===== config.mk =====
export PLATFORM = sky130hd
export DESIGN_NAME = tcdm_arbiter
export DESIGN_NICKNAME = d
export VERILOG_FILES = /design/src/verilog/cc_pkg.sv /design/src/verilog/tcdm_arbiter.sv
export VERILOG_INCLUDE_DIRS = /design/src /design/src/verilog
export SDC_FILE = /design/constraint.sdc
export NUM_CORES = 1
export LEC_CHECK = 0
export ABC_CLOCK_PERIOD_IN_PS = 2700
export BUFFER_PORTS_ARGS = -buffer_cell sky130_fd_sc_hd__buf_4
export CAP_MARGIN = 20
export CORE_AREA = 2 2 125 127
export CTS_CLUSTER_DIAMETER = 200
export DETAILED_ROUTE_END_ITERATION = 10
export DIE_AREA = 0 0 127 129
export SETUP_SLACK_MARGIN = 0.1
export SYNTH_ARGS = -nofsm -noshare
export SYNTH_HDL_FRONTEND = slang
export SYNTH_SLANG_ARGS = --single-unit

===== constraint.sdc =====
create_clock -name clk_i -period 2.7 [get_ports clk_i]
set_input_delay 0.54 -clock clk_i [delete_from_list [all_inputs] [get_ports clk_i]]
set_output_delay 0.54 -clock clk_i [all_outputs]
set_load 0.05 [all_outputs]

===== src/verilog/cc_defines.svh =====
`ifndef CC_DEFINES_SVH
`define CC_DEFINES_SVH

// Data and address width, one word
`define CC_DATA_W 32

// Architectural registers, register 0 reads zero
`define CC_NUM_REGS 16

// Multiplier pipeline stages
`define CC_MUL_LATENCY 3

// Read routing queue in the arbiter, a power of two
`define CC_ARB_DEPTH 4

`endif

===== src/verilog/cc_pkg.sv =====
`include "cc_defines.svh"

package cc_pkg;

  typedef logic [3:0] reg_idx_t;

  typedef enum logic [3:0] {
    ADDI = 4'h1,
    LW   = 4'h2,
    SW   = 4'h3,
    MUL  = 4'h4,
    HALT = 4'hf
  } opcode_e;

  // ----------------------------------------------------------------------
  // Instruction word
  // ----------------------------------------------------------------------
  // ADDI, LW and SW use the immediate form. SW stores register rd.
  typedef struct packed {
    opcode_e     opcode;
    reg_idx_t    rd;
    reg_idx_t    rs1;
    logic [3:0]  unused;
    logic [15:0] imm;
  } instr_itype_t;

  // MUL uses the register form
  typedef struct packed {
    opcode_e     opcode;
    reg_idx_t    rd;
    reg_idx_t    rs1;
    reg_idx_t    rs2;
    logic [15:0] unused;
  } instr_rtype_t;

  typedef union packed {
    instr_itype_t itype;
    instr_rtype_t rtype;
  } instr_t;

  // ----------------------------------------------------------------------
  // Port payloads
  // ----------------------------------------------------------------------
  typedef struct packed {
    logic [`CC_DATA_W-1:0] addr;
    logic                  write;
    logic [`CC_DATA_W-1:0] data;
    logic [3:0]            strb;
  } dreq_t;

  typedef struct packed {
    logic [`CC_DATA_W-1:0] data;
    logic                  error;
  } dresp_t;

  typedef struct packed {
    reg_idx_t              id;
    logic [`CC_DATA_W-1:0] a;
    logic [`CC_DATA_W-1:0] b;
  } acc_req_t;

  typedef struct packed {
    reg_idx_t              id;
    logic [`CC_DATA_W-1:0] data;
    logic                  error;
  } acc_resp_t;

  typedef struct packed {
    logic retired;
    logic load;
    logic store;
    logic offload;
  } core_events_t;

endpackage


===== src/verilog/tcdm_arbiter.sv =====
`timescale 1ns/1ps
`include "cc_defines.svh"

module tcdm_arbiter (
  input  logic                 clk_i,
  input  logic                 rst_i,
  input  cc_pkg::dreq_t [1:0]  req_i,
  input  logic [1:0]           req_valid_i,
  output logic [1:0]           req_ready_o,
  output cc_pkg::dresp_t [1:0] resp_o,
  output logic [1:0]           resp_valid_o,
  input  logic [1:0]           resp_ready_i,
  output cc_pkg::dreq_t        q_o,
  output logic                 q_valid_o,
  input  logic                 q_ready_i,
  input  cc_pkg::dresp_t       p_i,
  input  logic                 p_valid_i,
  output logic                 p_ready_o
);

  localparam int unsigned Depth = `CC_ARB_DEPTH;
  localparam int unsigned PtrW  = $clog2(Depth);

  logic [Depth-1:0] src_q;
  logic [PtrW-1:0]  wr_ptr_q, rd_ptr_q;
  logic [PtrW:0]    count_q;
  logic [1:0]       eligible;
  logic             full, push, pop, head;
  logic             gnt, last_q, lock_q, lock_idx_q;

  // Reads need a free routing slot, writes never wait for one
  assign full        = (count_q == (PtrW+1)'(Depth));
  assign eligible[0] = req_valid_i[0] && (req_i[0].write || !full);
  assign eligible[1] = req_valid_i[1] && (req_i[1].write || !full);

  // Stalled grant is held so the output payload stays put
  always_comb begin
    if (lock_q) begin
      gnt = lock_idx_q;
    end else if (&eligible) begin
      gnt = !last_q;
    end else begin
      gnt = eligible[1];
    end
  end

  assign q_o         = req_i[gnt];
  assign q_valid_o   = eligible[gnt];
  assign req_ready_o = q_ready_i ? (eligible & (gnt ? 2'b10 : 2'b01)) : 2'b00;

  // ----------------------------------------------------------------------
  // Read response routing
  // ----------------------------------------------------------------------
  assign push = q_valid_o && q_ready_i && !q_o.write;
  assign pop  = p_valid_i && p_ready_o;
  assign head = src_q[rd_ptr_q];

  assign resp_o          = {p_i, p_i};
  assign resp_valid_o[0] = p_valid_i && !head;
  assign resp_valid_o[1] = p_valid_i && head;
  assign p_ready_o       = resp_ready_i[head];

  always_ff @(posedge clk_i or posedge rst_i) begin
    if (rst_i) begin
      last_q     <= 1'b1;
      lock_q     <= 1'b0;
      lock_idx_q <= 1'b0;
      wr_ptr_q   <= '0;
      rd_ptr_q   <= '0;
      count_q    <= '0;
    end else begin
      if (q_valid_o && q_ready_i) begin
        last_q <= gnt;
      end
      lock_q     <= q_valid_o && !q_ready_i;
      lock_idx_q <= gnt;
      if (push) begin
        wr_ptr_q <= wr_ptr_q + 1'b1;
      end
      if (pop) begin
        rd_ptr_q <= rd_ptr_q + 1'b1;
      end
      count_q <= count_q + (PtrW+1)'(push) - (PtrW+1)'(pop);
    end
  end

  always_ff @(posedge clk_i) begin
    if (push) begin
      src_q[wr_ptr_q] <= gnt;
    end
  end

  a_resp_expected: assert property (@(posedge clk_i) disable iff (rst_i)
    p_valid_i |-> (count_q != '0))
    else $error("read response with no read outstanding");

endmodule


==> metrics.md <==
| Metric | Value |
|---|---|
| Outcome | `complete, but fails checks` |
| Failing checks | `negative setup slack` |
| Pwr Total | `3.25 mW` |
| Die Area | `16400 um^2` |
| Slowest CP cell | `dfrtp_2` |
| Setup crit end kind | `primary output` |
| Initial antenna violation count | `0` |
| Worst-Margin Slew | `422 ps` |
| Most frequent cells in the layout | `177 x buf_4, 54 x mux2_2, 40 x buf_6, 23 x buf_8, 16 x mux2_4` |
| FF+latch count, synth | `14` |
| Number of synthesized flops with an enable pin | `4` |
| Vias/cell | `3.82` |
| CTS sink count | `14` |
| WS Path Type | `flip-flop to primary output` |
| Crit path cell chain | `nor4b_4, or3_4, o21a_4, buf_12, buf_12, mux2_2, buf_6` |
| Fin Setup TNS | `-11.7 ps` |
| Total track usage | `9.98%` |
| Maximum buffer depth of the clock tree | `2` |
| Slowest stage delay, CP | `440 ps` |
| Final WS setup | `-7.80 ps` |
| Clk root buf | `clkbuf_16` |
| Max Freq | `0.369 GHz` |
| Pwr dens | `776 nW/um^2` |
| Sequential cell fraction of total power | `11.8%` |
| Die Height | `129 um` |
| Main synth FF type | `dfrtp_1` |
| Clk pwr share | `8.7%` |
| Area fraction of the dominant cell type after synthesis | `37.2%` |
| Post-Syn Instances | `213` |
| Initial Util | `13.9%` |
| Post-Syn Area per Cell | `9.80 um^2` |
| Worst-path clk slew | `50 ps` |
| Cell taking the most area after synthesis | `mux2_2` |
| DP HPWL | `8.03 mm` |
| CP Launch Type | `flip-flop` |
| Sequential-to-total area share from yosys stat | `17.8%` |
| CTS tree | `done` |
| Largest net degree at the start of global routing | `17` |
| Final antenna-violating net count | `0` |
| Placed Area | `3630 um^2` |
| I/O pin count | `320` |
| Dpl cells | `561` |
| Drt pass-1 iters | `4` |
| Post-route DRC | `0` |
| Layout cells sized above 1 | `86.3%` |
| Max Cap Viol | `0` |
| Clock latency on the worst-skew pair | `240 ps` |
| Per-cell routed wire length | `16.4 um` |
| First-pass GRT wire length | `12.6 mm` |
| Pins over their slew limit | `0` |
| Worst Hold Class | `input port to asynchronous set/reset pin` |
| Max rail drop VDD | `0.279 mV` |
| Final setup violation count | `3` |
| Layout Nets | `573` |
| Dpl ws | `-161 ps` |
| Worst Skew | `1.30 ps` |
| Worst Path Buf+Inv | `3` |
| Vias in the first global route | `2245` |
| Total number of yosys warnings | `0` |
| Mapped Nets | `399` |
| Die width | `127 um` |
| Storage element area | `374 um^2` |
| Switching share of power | `48.1%` |
| Site Rows | `45` |
| RSZ-0062 raised after global routing | `yes` |
| Most common cell after layout, fill and taps aside | `buf_4` |
| DRT Wirelength | `9.40 mm` |
| Period minus WS final | `2710 ps` |
| Max_slew headroom | `71.9%` |
| Top cells by area, synth | `mux2_2 37%, buf_4 24%, dfrtp_1 11%` |
| CTS H-tree lvls | `1` |
| Grt ovf | `0` |
| WHS | `293 ps` |
| Ys async rst share | `71.4%` |
| Number of fill cells | `1550` |
| Fin area | `4190 um^2` |
| Switching pwr | `1.56 mW` |
| Critical path's top delay family | `simple AND/OR/NAND/NOR gates` |
| Synthesized cell area | `2090 um^2` |
| Unique masters post-synth | `27` |
| CP max FO | `16` |
| Most frequent CP cell | `buf_12` |
| Area growth from synthesis to layout | `101%` |
| Final count of hold timing violations | `0` |
| Antenna cells | `0` |
| Final RePlAce weighted congestion | `0.808` |
| IO buf count | `220` |
| Core area | `15000 um^2` |
| TritonCTS Buffers | `3` |
| Crit path DAT | `2170 ps` |
| Comb power frac | `79.5%` |
| Finished Layout Cells | `574` |
| Iteration-0 DRC Markers | `63` |
| Multi-input gate area | `1270 um^2` |
| P_int | `1.69 mW` |
| Req. time, crit path | `2160 ps` |
| Vias | `2191` |
| Final period utilization | `100%` |
| Leak Pwr | `2.06 nW` |
| Core Util, Final | `28.0%` |
-- power groups by stage --
stage	logic, mW	registers [mW]	clock network, mW
after floorplan	1.75	0.371	0
after global placement	2.20	0.385	0
after detailed placement	2.23	0.390	0
after CTS	2.53	0.379	0.286
after global routing	2.72	0.396	0.297
final	2.59	0.385	0.281
-- sequential cells by signal, summed over array words and instances, names as in the netlist --
| name | count |
|---|---|
| lock_q | 1 |
| src_q | 4 |
| rd_ptr_q | 2 |
| lock_idx_q | 1 |
| count_q | 3 |
| last_q | 1 |
| wr_ptr_q | 2 |
-- area by class of cell --
| type | count | area share, % |
|---|---|---|
| clock buffers | 3 | 1.79 |
| clock inverters | 1 | 0.0896 |
| inverters | 12 | 1.08 |
| multi-input cells | 113 | 30.3 |
| flip-flops and latches | 14 | 8.93 |
| well taps | 188 | 5.62 |
| repair buffers | 243 | 52.2 |
-- cells in the mapped netlist (all sizes together), types with 2 or more instances --
library cell,n
xor2,2
a21oi,3
mux2,70
xnor2,3
nor2,5
ha,6
inv,12
and2,6
nor4b,2
buf,74
edfxtp,4
dfrtp,9
a211o,2
nand2,5
-- logic make-up after synthesis --
kind of cell | Yosys count | share of synthesized area [%]
muxes | 71 | 39.0
adders and majority gates | 7 | 4.55
buffers and inverters | 86 | 27.8
DFF | 14 | 17.8
and+or+nand+nor | 21 | 5.63
AOI/OAI and AO/OA | 9 | 3.12
xor gates and xnor gates | 5 | 2.10
-- path summary, 6_finish.rpt --
kind	slack, ps	to	cells past startpoint	startpoint
min in group clk_i	500	lock_q	2	q_ready_i
max in group asynchronous	2080	last_q	2	rst_i
worst max-delay path	-8	q_o[20]	7	count_q[1]
worst min-delay path	290	count_q[1]	2	rst_i
worst min register to register	510	rd_ptr_q[1]	1	rd_ptr_q[1]
worst max register to register	60	count_q[2]	11	count_q[2]
-- routing by layer --
layer | vias to the layer above | GRT usage [%] | part of all wire [%]
met4 | 0 | 3.10 | 2.8
li1 | 999 | - | -
met1 | 994 | 10.7 | 33
met2 | 173 | 18.3 | 53
met5 | - | 0 | 0
met3 | 25 | 3.58 | 11
-- repair_timing --
item                       CTS  global route
setup endpoints to repair   72            70
gates cloned                 0             0
setup buffers                8             1
pin swaps                    5             5
hold buffers                 0             0
resized for setup           88            20
(Power assumes the default switching activity.)
