## config.mk

```make
export PLATFORM = sky130hd
export DESIGN_NAME = core_complex
export DESIGN_NICKNAME = d
export VERILOG_FILES = /design/src/verilog/cc_pkg.sv /design/src/verilog/core_complex.sv /design/src/verilog/mini_core.sv /design/src/verilog/mul_unit.sv /design/src/verilog/spill_register.sv
export VERILOG_INCLUDE_DIRS = /design/src /design/src/verilog
export SDC_FILE = /design/constraint.sdc
export NUM_CORES = 2
export LEC_CHECK = 0
export ABC_AREA = 0
export BUFFER_PORTS_ARGS = -buffer_cell sky130_fd_sc_hd__buf_2
export CORE_UTILIZATION = 40
export CTS_BUF_LIST = sky130_fd_sc_hd__clkbuf_8 sky130_fd_sc_hd__clkbuf_16
export DETAILED_ROUTE_END_ITERATION = 12
export PLACE_DENSITY_LB_ADDON = 0.25
export SKIP_CTS_REPAIR_TIMING = 1
export SLEW_MARGIN = 10
export SYNTH_ARGS = -nofsm -noshare
export SYNTH_HDL_FRONTEND = slang
export SYNTH_SLANG_ARGS = --single-unit
```

## constraint.sdc

```tcl
create_clock -name clk_i -period 7.85 [get_ports clk_i]
set_input_delay 0.785 -clock clk_i [delete_from_list [all_inputs] [get_ports clk_i]]
set_output_delay 0.785 -clock clk_i [all_outputs]
set_load 0.01 [all_outputs]
```

## src/verilog/cc_defines.svh

```systemverilog
`ifndef CC_DEFINES_SVH
`define CC_DEFINES_SVH

// Data and address width, one word
`define CC_DATA_W 32

// Architectural registers, register 0 reads zero
`define CC_NUM_REGS 16

// Multiplier pipeline stages
`define CC_MUL_LATENCY 3

// Read routing queue in the arbiter, a power of two
`define CC_ARB_DEPTH 4

`endif
```

## src/verilog/cc_pkg.sv

```systemverilog
`include "cc_defines.svh"

package cc_pkg;

  typedef logic [3:0] reg_idx_t;

  typedef enum logic [3:0] {
    ADDI = 4'h1,
    LW   = 4'h2,
    SW   = 4'h3,
    MUL  = 4'h4,
    HALT = 4'hf
  } opcode_e;

  // ----------------------------------------------------------------------
  // Instruction word
  // ----------------------------------------------------------------------
  // ADDI, LW and SW use the immediate form. SW stores register rd.
  typedef struct packed {
    opcode_e     opcode;
    reg_idx_t    rd;
    reg_idx_t    rs1;
    logic [3:0]  unused;
    logic [15:0] imm;
  } instr_itype_t;

  // MUL uses the register form
  typedef struct packed {
    opcode_e     opcode;
    reg_idx_t    rd;
    reg_idx_t    rs1;
    reg_idx_t    rs2;
    logic [15:0] unused;
  } instr_rtype_t;

  typedef union packed {
    instr_itype_t itype;
    instr_rtype_t rtype;
  } instr_t;

  // ----------------------------------------------------------------------
  // Port payloads
  // ----------------------------------------------------------------------
  typedef struct packed {
    logic [`CC_DATA_W-1:0] addr;
    logic                  write;
    logic [`CC_DATA_W-1:0] data;
    logic [3:0]            strb;
  } dreq_t;

  typedef struct packed {
    logic [`CC_DATA_W-1:0] data;
    logic                  error;
  } dresp_t;

  typedef struct packed {
    reg_idx_t              id;
    logic [`CC_DATA_W-1:0] a;
    logic [`CC_DATA_W-1:0] b;
  } acc_req_t;

  typedef struct packed {
    reg_idx_t              id;
    logic [`CC_DATA_W-1:0] data;
    logic                  error;
  } acc_resp_t;

  typedef struct packed {
    logic retired;
    logic load;
    logic store;
    logic offload;
  } core_events_t;

endpackage

```

## src/verilog/core_complex.sv

```systemverilog
`timescale 1ns/1ps
`include "cc_defines.svh"

module core_complex #(
  parameter logic [`CC_DATA_W-1:0] BootAddr = 32'h0000_1000,
  parameter bit RegisterOffloadReq  = 1'b1,
  parameter bit RegisterOffloadResp = 1'b1,
  parameter bit RegisterTCDMReq     = 1'b0,
  parameter bit RegisterTCDMResp    = 1'b0
) (
  input  logic                  clk_i,
  input  logic                  rst_i,
  output logic [`CC_DATA_W-1:0] inst_addr_o,
  input  logic [`CC_DATA_W-1:0] inst_data_i,
  output logic                  inst_valid_o,
  input  logic                  inst_ready_i,
  output cc_pkg::dreq_t         data_q_o,
  output logic                  data_qvalid_o,
  input  logic                  data_qready_i,
  input  cc_pkg::dresp_t        data_p_i,
  input  logic                  data_pvalid_i,
  output logic                  data_pready_o,
  output cc_pkg::core_events_t  core_events_o,
  output logic                  halted_o
);

  cc_pkg::dreq_t     core_dreq;
  cc_pkg::dresp_t    core_dresp;
  cc_pkg::acc_req_t  core_acc_req, mul_req;
  cc_pkg::acc_resp_t core_acc_resp, mul_resp;

  logic core_dreq_valid, core_dreq_ready, core_dresp_valid, core_dresp_ready;
  logic core_acc_req_valid, core_acc_req_ready, mul_req_valid, mul_req_ready;
  logic core_acc_resp_valid, core_acc_resp_ready, mul_resp_valid, mul_resp_ready;

  mini_core #(
    .BootAddr ( BootAddr )
  ) i_mini_core (
    .clk_i,
    .rst_i,
    .inst_addr_o,
    .inst_data_i,
    .inst_valid_o,
    .inst_ready_i,
    .data_q_o      ( core_dreq           ),
    .data_qvalid_o ( core_dreq_valid     ),
    .data_qready_i ( core_dreq_ready     ),
    .data_p_i      ( core_dresp          ),
    .data_pvalid_i ( core_dresp_valid    ),
    .data_pready_o ( core_dresp_ready    ),
    .acc_q_o       ( core_acc_req        ),
    .acc_qvalid_o  ( core_acc_req_valid  ),
    .acc_qready_i  ( core_acc_req_ready  ),
    .acc_p_i       ( core_acc_resp       ),
    .acc_pvalid_i  ( core_acc_resp_valid ),
    .acc_pready_o  ( core_acc_resp_ready ),
    .core_events_o,
    .halted_o
  );

  // ----------------------------------------------------------------------
  // Offload path
  // ----------------------------------------------------------------------
  spill_register #(
    .T      ( cc_pkg::acc_req_t   ),
    .Bypass ( !RegisterOffloadReq )
  ) i_spill_acc_req (
    .clk_i,
    .rst_i,
    .valid_i ( core_acc_req_valid ),
    .ready_o ( core_acc_req_ready ),
    .data_i  ( core_acc_req       ),
    .valid_o ( mul_req_valid      ),
    .ready_i ( mul_req_ready      ),
    .data_o  ( mul_req            )
  );

  mul_unit i_mul_unit (
    .clk_i,
    .rst_i,
    .req_i        ( mul_req        ),
    .req_valid_i  ( mul_req_valid  ),
    .req_ready_o  ( mul_req_ready  ),
    .resp_o       ( mul_resp       ),
    .resp_valid_o ( mul_resp_valid ),
    .resp_ready_i ( mul_resp_ready )
  );

  spill_register #(
    .T      ( cc_pkg::acc_resp_t   ),
    .Bypass ( !RegisterOffloadResp )
  ) i_spill_acc_resp (
    .clk_i,
    .rst_i,
    .valid_i ( mul_resp_valid      ),
    .ready_o ( mul_resp_ready      ),
    .data_i  ( mul_resp            ),
    .valid_o ( core_acc_resp_valid ),
    .ready_i ( core_acc_resp_ready ),
    .data_o  ( core_acc_resp       )
  );

  // ----------------------------------------------------------------------
  // Data memory path
  // ----------------------------------------------------------------------
  spill_register #(
    .T      ( cc_pkg::dreq_t   ),
    .Bypass ( !RegisterTCDMReq )
  ) i_spill_tcdm_req (
    .clk_i,
    .rst_i,
    .valid_i ( core_dreq_valid ),
    .ready_o ( core_dreq_ready ),
    .data_i  ( core_dreq       ),
    .valid_o ( data_qvalid_o   ),
    .ready_i ( data_qready_i   ),
    .data_o  ( data_q_o        )
  );

  spill_register #(
    .T      ( cc_pkg::dresp_t   ),
    .Bypass ( !RegisterTCDMResp )
  ) i_spill_tcdm_resp (
    .clk_i,
    .rst_i,
    .valid_i ( data_pvalid_i    ),
    .ready_o ( data_pready_o    ),
    .data_i  ( data_p_i         ),
    .valid_o ( core_dresp_valid ),
    .ready_i ( core_dresp_ready ),
    .data_o  ( core_dresp       )
  );

  a_dreq_known: assert property (@(posedge clk_i) disable iff (rst_i)
    data_qvalid_o |-> !$isunknown(data_q_o))
    else $error("data request holds unknown bits while valid");

endmodule

```

## src/verilog/mini_core.sv

```systemverilog
`timescale 1ns/1ps
`include "cc_defines.svh"

module mini_core #(
  parameter logic [`CC_DATA_W-1:0] BootAddr = 32'h0000_1000
) (
  input  logic                  clk_i,
  input  logic                  rst_i,
  // Instruction port
  output logic [`CC_DATA_W-1:0] inst_addr_o,
  input  logic [`CC_DATA_W-1:0] inst_data_i,
  output logic                  inst_valid_o,
  input  logic                  inst_ready_i,
  // Data port
  output cc_pkg::dreq_t         data_q_o,
  output logic                  data_qvalid_o,
  input  logic                  data_qready_i,
  input  cc_pkg::dresp_t        data_p_i,
  input  logic                  data_pvalid_i,
  output logic                  data_pready_o,
  // Offload port
  output cc_pkg::acc_req_t      acc_q_o,
  output logic                  acc_qvalid_o,
  input  logic                  acc_qready_i,
  input  cc_pkg::acc_resp_t     acc_p_i,
  input  logic                  acc_pvalid_i,
  output logic                  acc_pready_o,
  output cc_pkg::core_events_t  core_events_o,
  output logic                  halted_o
);

  typedef enum logic [2:0] {ST_BOOT, ST_FETCH, ST_EXEC, ST_LOAD, ST_HALT} state_e;

  state_e                  state_q, state_d;
  logic [`CC_DATA_W-1:0]   pc_q;
  cc_pkg::instr_t          instr_q;
  logic [`CC_DATA_W-1:0]   regs_q [`CC_NUM_REGS];
  logic [`CC_NUM_REGS-1:0] pending_q;
  logic [`CC_DATA_W-1:0]   rs1_val, rs2_val, rd_val, imm_sext;
  logic [`CC_DATA_W-1:0]   wb_data;
  cc_pkg::opcode_e         opcode;
  logic                    hazard, retire, wb_en;

  // ----------------------------------------------------------------------
  // Decode and operand read
  // ----------------------------------------------------------------------
  assign opcode   = instr_q.itype.opcode;
  assign imm_sext = {{(`CC_DATA_W-16){instr_q.itype.imm[15]}}, instr_q.itype.imm};

  assign rs1_val = (instr_q.itype.rs1 == '0) ? '0 : regs_q[instr_q.itype.rs1];
  assign rs2_val = (instr_q.rtype.rs2 == '0) ? '0 : regs_q[instr_q.rtype.rs2];
  assign rd_val  = (instr_q.itype.rd == '0) ? '0 : regs_q[instr_q.itype.rd];

  // Wait on any register still owed by an outstanding MUL
  assign hazard = pending_q[instr_q.itype.rs1] || pending_q[instr_q.itype.rd] ||
                  ((opcode == cc_pkg::MUL) && pending_q[instr_q.rtype.rs2]) ||
                  ((opcode == cc_pkg::HALT) && (|pending_q));

  // Data addresses count words
  assign data_q_o.addr  = rs1_val + imm_sext;
  assign data_q_o.write = (opcode == cc_pkg::SW);
  assign data_q_o.data  = (opcode == cc_pkg::SW) ? rd_val : '0;
  assign data_q_o.strb  = (opcode == cc_pkg::SW) ? 4'hf : 4'h0;

  assign acc_q_o.id = instr_q.rtype.rd;
  assign acc_q_o.a  = rs1_val;
  assign acc_q_o.b  = rs2_val;

  assign inst_addr_o   = pc_q;
  assign data_pready_o = (state_q == ST_LOAD);
  assign acc_pready_o  = 1'b1;
  assign halted_o      = (state_q == ST_HALT);

  // ----------------------------------------------------------------------
  // Control FSM
  // ----------------------------------------------------------------------
  always_comb begin
    state_d       = state_q;
    retire        = 1'b0;
    wb_en         = 1'b0;
    wb_data       = data_p_i.data;
    inst_valid_o  = 1'b0;
    data_qvalid_o = 1'b0;
    acc_qvalid_o  = 1'b0;
    core_events_o = '0;
    unique case (state_q)
      ST_BOOT: state_d = ST_FETCH;
      ST_FETCH: begin
        inst_valid_o = 1'b1;
        if (inst_ready_i) begin
          state_d = ST_EXEC;
        end
      end
      ST_EXEC: begin
        if (!hazard) begin
          case (opcode)
            cc_pkg::ADDI: begin
              wb_en   = 1'b1;
              wb_data = rs1_val + imm_sext;
              retire  = 1'b1;
            end
            cc_pkg::LW: begin
              data_qvalid_o = 1'b1;
              if (data_qready_i) begin
                state_d = ST_LOAD;
              end
            end
            cc_pkg::SW: begin
              data_qvalid_o       = 1'b1;
              retire              = data_qready_i;
              core_events_o.store = data_qready_i;
            end
            cc_pkg::MUL: begin
              acc_qvalid_o          = 1'b1;
              retire                = acc_qready_i;
              core_events_o.offload = acc_qready_i;
            end
            // HALT and unknown words retire at once
            default: retire = 1'b1;
          endcase
        end
        if (retire) begin
          state_d = (opcode == cc_pkg::HALT) ? ST_HALT : ST_FETCH;
        end
      end
      ST_LOAD: begin
        if (data_pvalid_i) begin
          wb_en              = 1'b1;
          retire             = 1'b1;
          core_events_o.load = 1'b1;
          state_d            = ST_FETCH;
        end
      end
      ST_HALT: state_d = ST_HALT;
      default: state_d = ST_BOOT;
    endcase
    core_events_o.retired = retire;
  end

  always_ff @(posedge clk_i or posedge rst_i) begin
    if (rst_i) begin
      state_q   <= ST_BOOT;
      pc_q      <= BootAddr;
      pending_q <= '0;
    end else begin
      state_q <= state_d;
      if (retire) begin
        pc_q <= pc_q + `CC_DATA_W'(4);
      end
      if (acc_qvalid_o && acc_qready_i) begin
        pending_q[instr_q.rtype.rd] <= 1'b1;
      end
      if (acc_pvalid_i) begin
        pending_q[acc_p_i.id] <= 1'b0;
      end
    end
  end

  // Two write ports, never to the same register in one cycle
  always_ff @(posedge clk_i) begin
    if (inst_valid_o && inst_ready_i) begin
      instr_q <= cc_pkg::instr_t'(inst_data_i);
    end
    if (wb_en) begin
      regs_q[instr_q.itype.rd] <= wb_data;
    end
    if (acc_pvalid_i) begin
      regs_q[acc_p_i.id] <= acc_p_i.data;
    end
  end

  a_resp_pending: assert property (@(posedge clk_i) disable iff (rst_i)
    acc_pvalid_i |-> pending_q[acc_p_i.id])
    else $error("MUL result for register with no pending bit");

  // pc steps by one word only as the FSM leaves execute or load
  a_pc_on_retire: assert property (@(posedge clk_i) disable iff (rst_i)
    !$stable(pc_q) |-> (pc_q == $past(pc_q) + `CC_DATA_W'(4)) &&
                       ($past(state_q) inside {ST_EXEC, ST_LOAD}) &&
                       (state_q inside {ST_FETCH, ST_HALT}))
    else $error("pc moved without a completed instruction");

endmodule

```

## src/verilog/mul_unit.sv

```systemverilog
`timescale 1ns/1ps
`include "cc_defines.svh"

module mul_unit (
  input  logic              clk_i,
  input  logic              rst_i,
  input  cc_pkg::acc_req_t  req_i,
  input  logic              req_valid_i,
  output logic              req_ready_o,
  output cc_pkg::acc_resp_t resp_o,
  output logic              resp_valid_o,
  input  logic              resp_ready_i
);

  localparam int unsigned Stages = `CC_MUL_LATENCY;

  logic [Stages-1:0] valid_q;
  cc_pkg::acc_resp_t stage_q [Stages];
  logic              stall;

  // Whole pipe freezes while the last product waits
  assign stall       = valid_q[Stages-1] && !resp_ready_i;
  assign req_ready_o = !stall;

  always_ff @(posedge clk_i or posedge rst_i) begin
    if (rst_i) begin
      valid_q <= '0;
    end else if (!stall) begin
      valid_q[0] <= req_valid_i;
      for (int unsigned i = 1; i < Stages; i++) begin
        valid_q[i] <= valid_q[i-1];
      end
    end
  end

  always_ff @(posedge clk_i) begin
    if (!stall) begin
      stage_q[0].id    <= req_i.id;
      // Low word of the product only
      stage_q[0].data  <= req_i.a * req_i.b;
      stage_q[0].error <= 1'b0;
      for (int unsigned i = 1; i < Stages; i++) begin
        stage_q[i] <= stage_q[i-1];
      end
    end
  end

  assign resp_o       = stage_q[Stages-1];
  assign resp_valid_o = valid_q[Stages-1];

endmodule

```

## src/verilog/spill_register.sv

```systemverilog
`timescale 1ns/1ps

module spill_register #(
  parameter type T      = logic,
  parameter bit  Bypass = 1'b0
) (
  input  logic clk_i,
  input  logic rst_i,
  input  logic valid_i,
  output logic ready_o,
  input  T     data_i,
  output logic valid_o,
  input  logic ready_i,
  output T     data_o
);

  if (Bypass) begin : gen_bypass
    assign valid_o = valid_i;
    assign ready_o = ready_i;
    assign data_o  = data_i;
  end else begin : gen_spill
    T     a_data_q, b_data_q;
    logic a_full_q, b_full_q;
    logic a_fill, a_drain, b_fill, b_drain;

    // Slot a takes new data, slot b catches it when the output stalls
    assign a_fill  = valid_i && ready_o;
    assign a_drain = a_full_q && !b_full_q;
    assign b_fill  = a_drain && !ready_i;
    assign b_drain = b_full_q && ready_i;

    always_ff @(posedge clk_i or posedge rst_i) begin
      if (rst_i) begin
        a_full_q <= 1'b0;
        b_full_q <= 1'b0;
      end else begin
        a_full_q <= a_fill || (a_full_q && !a_drain);
        b_full_q <= b_fill || (b_full_q && !b_drain);
      end
    end

    always_ff @(posedge clk_i) begin
      if (a_fill) begin
        a_data_q <= data_i;
      end
      if (b_fill) begin
        b_data_q <= a_data_q;
      end
    end

    assign valid_o = a_full_q || b_full_q;
    assign ready_o = !a_full_q || !b_full_q;
    // Older item sits in b
    assign data_o  = b_full_q ? b_data_q : a_data_q;

    a_hold_stable: assert property (@(posedge clk_i) disable iff (rst_i)
      valid_o && !ready_i |=> $stable(data_o))
      else $error("spill register output changed while stalled");
  end

endmodule

```

==> metrics.md <==
| Metric | Value |
|---|---|
| Aggregate routed wire length | about 200000 µm |
| Clock Skews | around 0.023 ns |
| DRT Pass-1 Iters | 5 |
| Area Overhead vs Synth | 10.34% |
| # IOs | 179 |
| Die H | just under 400 µm |
| Leak | between 0.02 and 0.03 µW |
| Largest net degree at the start of global routing | 133 |
| CP bufs+invs | 6 |
| First-pass GRT wire length | approximately 290000 µm |
| Die ar. | between 150000 and 200000 µm² |
| FMAX | ~0.13 GHz |
| # clock sinks | around 820 |
| Commonest non-fill, non-tap cells in the layout | edfxtp_1 (648), nor2_1 (529), mux4_2 (455), inv_1 (414) |
| Outcome | finished, final reports clean |
| Vias | approximately 42000 |
| Met2 WL | around 96000 µm |
| Wire length per cell | between 20 and 30 µm |
| Hold Path Class | input port to register |
| Number of antenna-violating nets in the routed design | 0 |
| Placement Setup Slack | around 0.37 ns |
| DR top layer | met5 |
| Initial antenna violation count | 14 |
| Mapped Area | ~60000 µm² |
| Number of fill cells in the layout | 13800 |
| Ratio of final minimum period to clock period | 96.26% |
| CP most frequent cell | fa_1 |
| Wl on met1 | about 79000 µm |
| Total track usage | a little over a quarter |
| CP max FO | 16 |
| GPL Wtd Cong | roughly 0.91 |
| Remaining DRCs | 0 |
| Slowest cell on the critical path | edfxtp_1 |
| Endpoint, Worst Hold | i_mini_core.instr_q[1]$_DFFE_PP_ |
| Vias in the first global route | between 40000 and 50000 |
| Core Box Area | between 100000 and 150000 µm² |
| Yosys reg bits | roughly 800 |
| Crit path capture type | register |
| Sequential cell area fraction in the yosys report | a little under two fifths |
| Port bufs | about 180 |
| CP max stage delay | about 0.61 ns |
| Synth Instances | 5147 |
| Hold path cells | 1 |
| Chip Width | 390.7 µm |
| Rel. slew slack | around an eighth |
| Unrepaired setup endpoints after global routing | no |
| Clk_lat worst skew | between 0.6 and 0.7 ns |
| R2R setup slack | a little under 0.3 ns |
| Via/cell ratio | 5.869 |
| Setup WS post-layout | between 0.2 and 0.3 ns |
| Share of layout cells above drive strength 1 | around a fifth |
| Netlist cell types | 75 |
| Slew Viols, Final | 0 |
| WP data arrival | approximately 8.2 ns |
| FFs w/ async S/R, synth | under 10% |
| Final setup viols | 0 |
| CP Class | register to register |
| Placed cell area | around 64000 µm² |
| Measured slew at the worst slew-check pin | 1.280 ns |
| Clock Tree Buf Depth | 3 |
| Ys flop type | edfxtp_1 |
| Setup TNS | 0 ns |
| CTS Buf Count | 87 |
| Peak VDD IR | a little under 0.5 mV |
| Commonest non-fill, non-tap cell in the layout | edfxtp_1 |
| RR Endpoint | i_mul_unit.stage_q[0][30]$_DFF_P_ |
| Detailed Route Iter0 Violations | 5060 |
| Met3 WL | 17960 µm |
| Dpl hpwl | roughly 130000 µm |
| CP top delay family | adder cells |
| Cell taking the most area after synthesis | edfxtp_1 |
| # rows | approximately 140 |
| Clock-pin slew on the worst setup and hold paths | 0.06 ns |
| Worst Path Required | approximately 8.4 ns |
| Main area contributors after synthesis | edfxtp_1 (32%), mux4_2 (17%), fa_1 (14%) |
| Gr ovfl total | 0 |
| Max Cap Viol | 0 |
| Path depth of the worst reg2reg path | 25 |
| CTS tree | built |
| Tmin final | between 7 and 8 ns |
| FF-to-FF Start | i_spill_acc_req.gen_spill.a_data_q[4]$_SDFFCE_PN0P_ |
| Share of the synthesized area in the top cell type | about a third |
| Final Hold Fails | 0 |
| Hold Crit Start | inst_data_i[1] |
| Crit start category | register |
| Initial Util | roughly 40% |
| Power Density | between 300 and 400 nW/µm² |
| Avg Inst Size Synth | about 12 µm² |
| EDFF count, synth | approximately 650 |
| H-tree levels | 3 |
| Nets | 5758 |
| Root Driver | clkbuf_16 |
| Synthesis Warnings | 0 |
| Design area | around 67000 µm² |
[cell usage after synthesis, types with 100 or more instances]
library cell,count
fa_1,409
a21oi_1,409
and2_1,322
inv_1,403
ha_1,155
clkbuf_1,319
dfxtp_1,116
nand2_1,379
nor2b_1,111
nor2_1,536
xnor2_1,112
edfxtp_1,648
mux4_2,455
o21ai_0,100
[power by group]
part | internal, µW | switching [µW]
clock | 2650 | 1850
sequential | 5270 | 420
combinational | 4990 | 6760
[cell type report]
type / count / area, µm² / share of cell area, %
flip-flops and latches: 818 / 23160 / 34.73
clock buffers: 103 / 2465 / 3.696
well taps: 2016 / 2522 / 3.782
diodes: 3 / 7.507 / 0.01126
inverters: 404 / 1518 / 2.276
clock inverters: 60 / 670.6 / 1.006
multi-input cells: 3490 / 34270 / 51.39
repair buffers: 323 / 2074 / 3.111
[state kept, by name, indices dropped and copies added, names as in the netlist, named ones only]
signal / cells
i_spill_acc_req.gen_spill.a_full_q: 1
i_mul_unit.valid_q: 3
i_mini_core.state_q: 3
i_mini_core.inst_addr_o: 30
i_spill_acc_resp.gen_spill.a_full_q: 1
i_mini_core.pending_q: 16
i_mini_core.instr_q: 32
i_mini_core.regs_q: 512
i_spill_acc_resp.gen_spill.a_data_q: 36
i_spill_acc_req.gen_spill.a_data_q: 68
i_mul_unit.stage_q: 108
[how the worst max path moves through the flow]
stage	from	to	slack [ns]	depth (start not counted)
floorplan	i_spill_acc_req.gen_spill.a_data_q[2]$_SDFFCE_PN0P_	i_mul_unit.stage_q[0][30]$_DFF_P_	0.87	26
global placement	i_spill_acc_req.gen_spill.a_data_q[6]$_SDFFCE_PN0P_	i_mul_unit.stage_q[0][30]$_DFF_P_	0.35	25
detailed placement	i_spill_acc_req.gen_spill.a_data_q[4]$_SDFFCE_PN0P_	i_mul_unit.stage_q[0][30]$_DFF_P_	0.37	25
CTS	i_spill_acc_req.gen_spill.a_data_q[4]$_SDFFCE_PN0P_	i_mul_unit.stage_q[0][30]$_DFF_P_	0.30	25
global route	i_spill_acc_req.gen_spill.a_data_q[4]$_SDFFCE_PN0P_	i_mul_unit.stage_q[0][30]$_DFF_P_	0.05	25
finish	i_spill_acc_req.gen_spill.a_data_q[4]$_SDFFCE_PN0P_	i_mul_unit.stage_q[0][30]$_DFF_P_	0.29	25
[cells by family after synthesis]
group	Yosys count	synth area share [%]
AOI/OAI and AO/OA	768	7.308
xor gates and xnor gates	142	2.058
adders and majority gates	564	16.76
buffers and inverters	840	5.498
DFF	818	38.28
muxes	550	18.77
other	1	0.006205
and+or+nand+nor	1464	11.33
[worst register-to-register path: cells and delay by family, from the launching register on]
family                     cells  cell delay [ns]
AOI/OAI and AO/OA              7             1.45
buffers and inverters          6             0.57
and+or+nand+nor                2             0.34
xor gates and xnor gates       1             0.16
adders and majority gates      9             4.33
DFF                            1             0.61
[routing by layer]
layer	GRT usage [%]	up-vias
met3	3.650	382
met1	35.75	21640
li1	-	18060
met2	43.15	2259
met5	0	-
met4	10.04	8
[metrics by stage]
stage | power [µW] | hold slack (ns) | std cells | utilization [%]
after floorplan | 13380 | 0.3096 | 5148 | -
after global placement | 17360 | 0.3103 | 7051 | 42.38
after detailed placement | 17390 | 0.3121 | 7051 | 42.38
after CTS | 21970 | 0.2410 | 7214 | 44.47
after global routing | 23100 | 0.2699 | 7214 | 44.47
final | 21940 | 0.2662 | 7217 | 44.47
(Power assumes the default switching activity.)
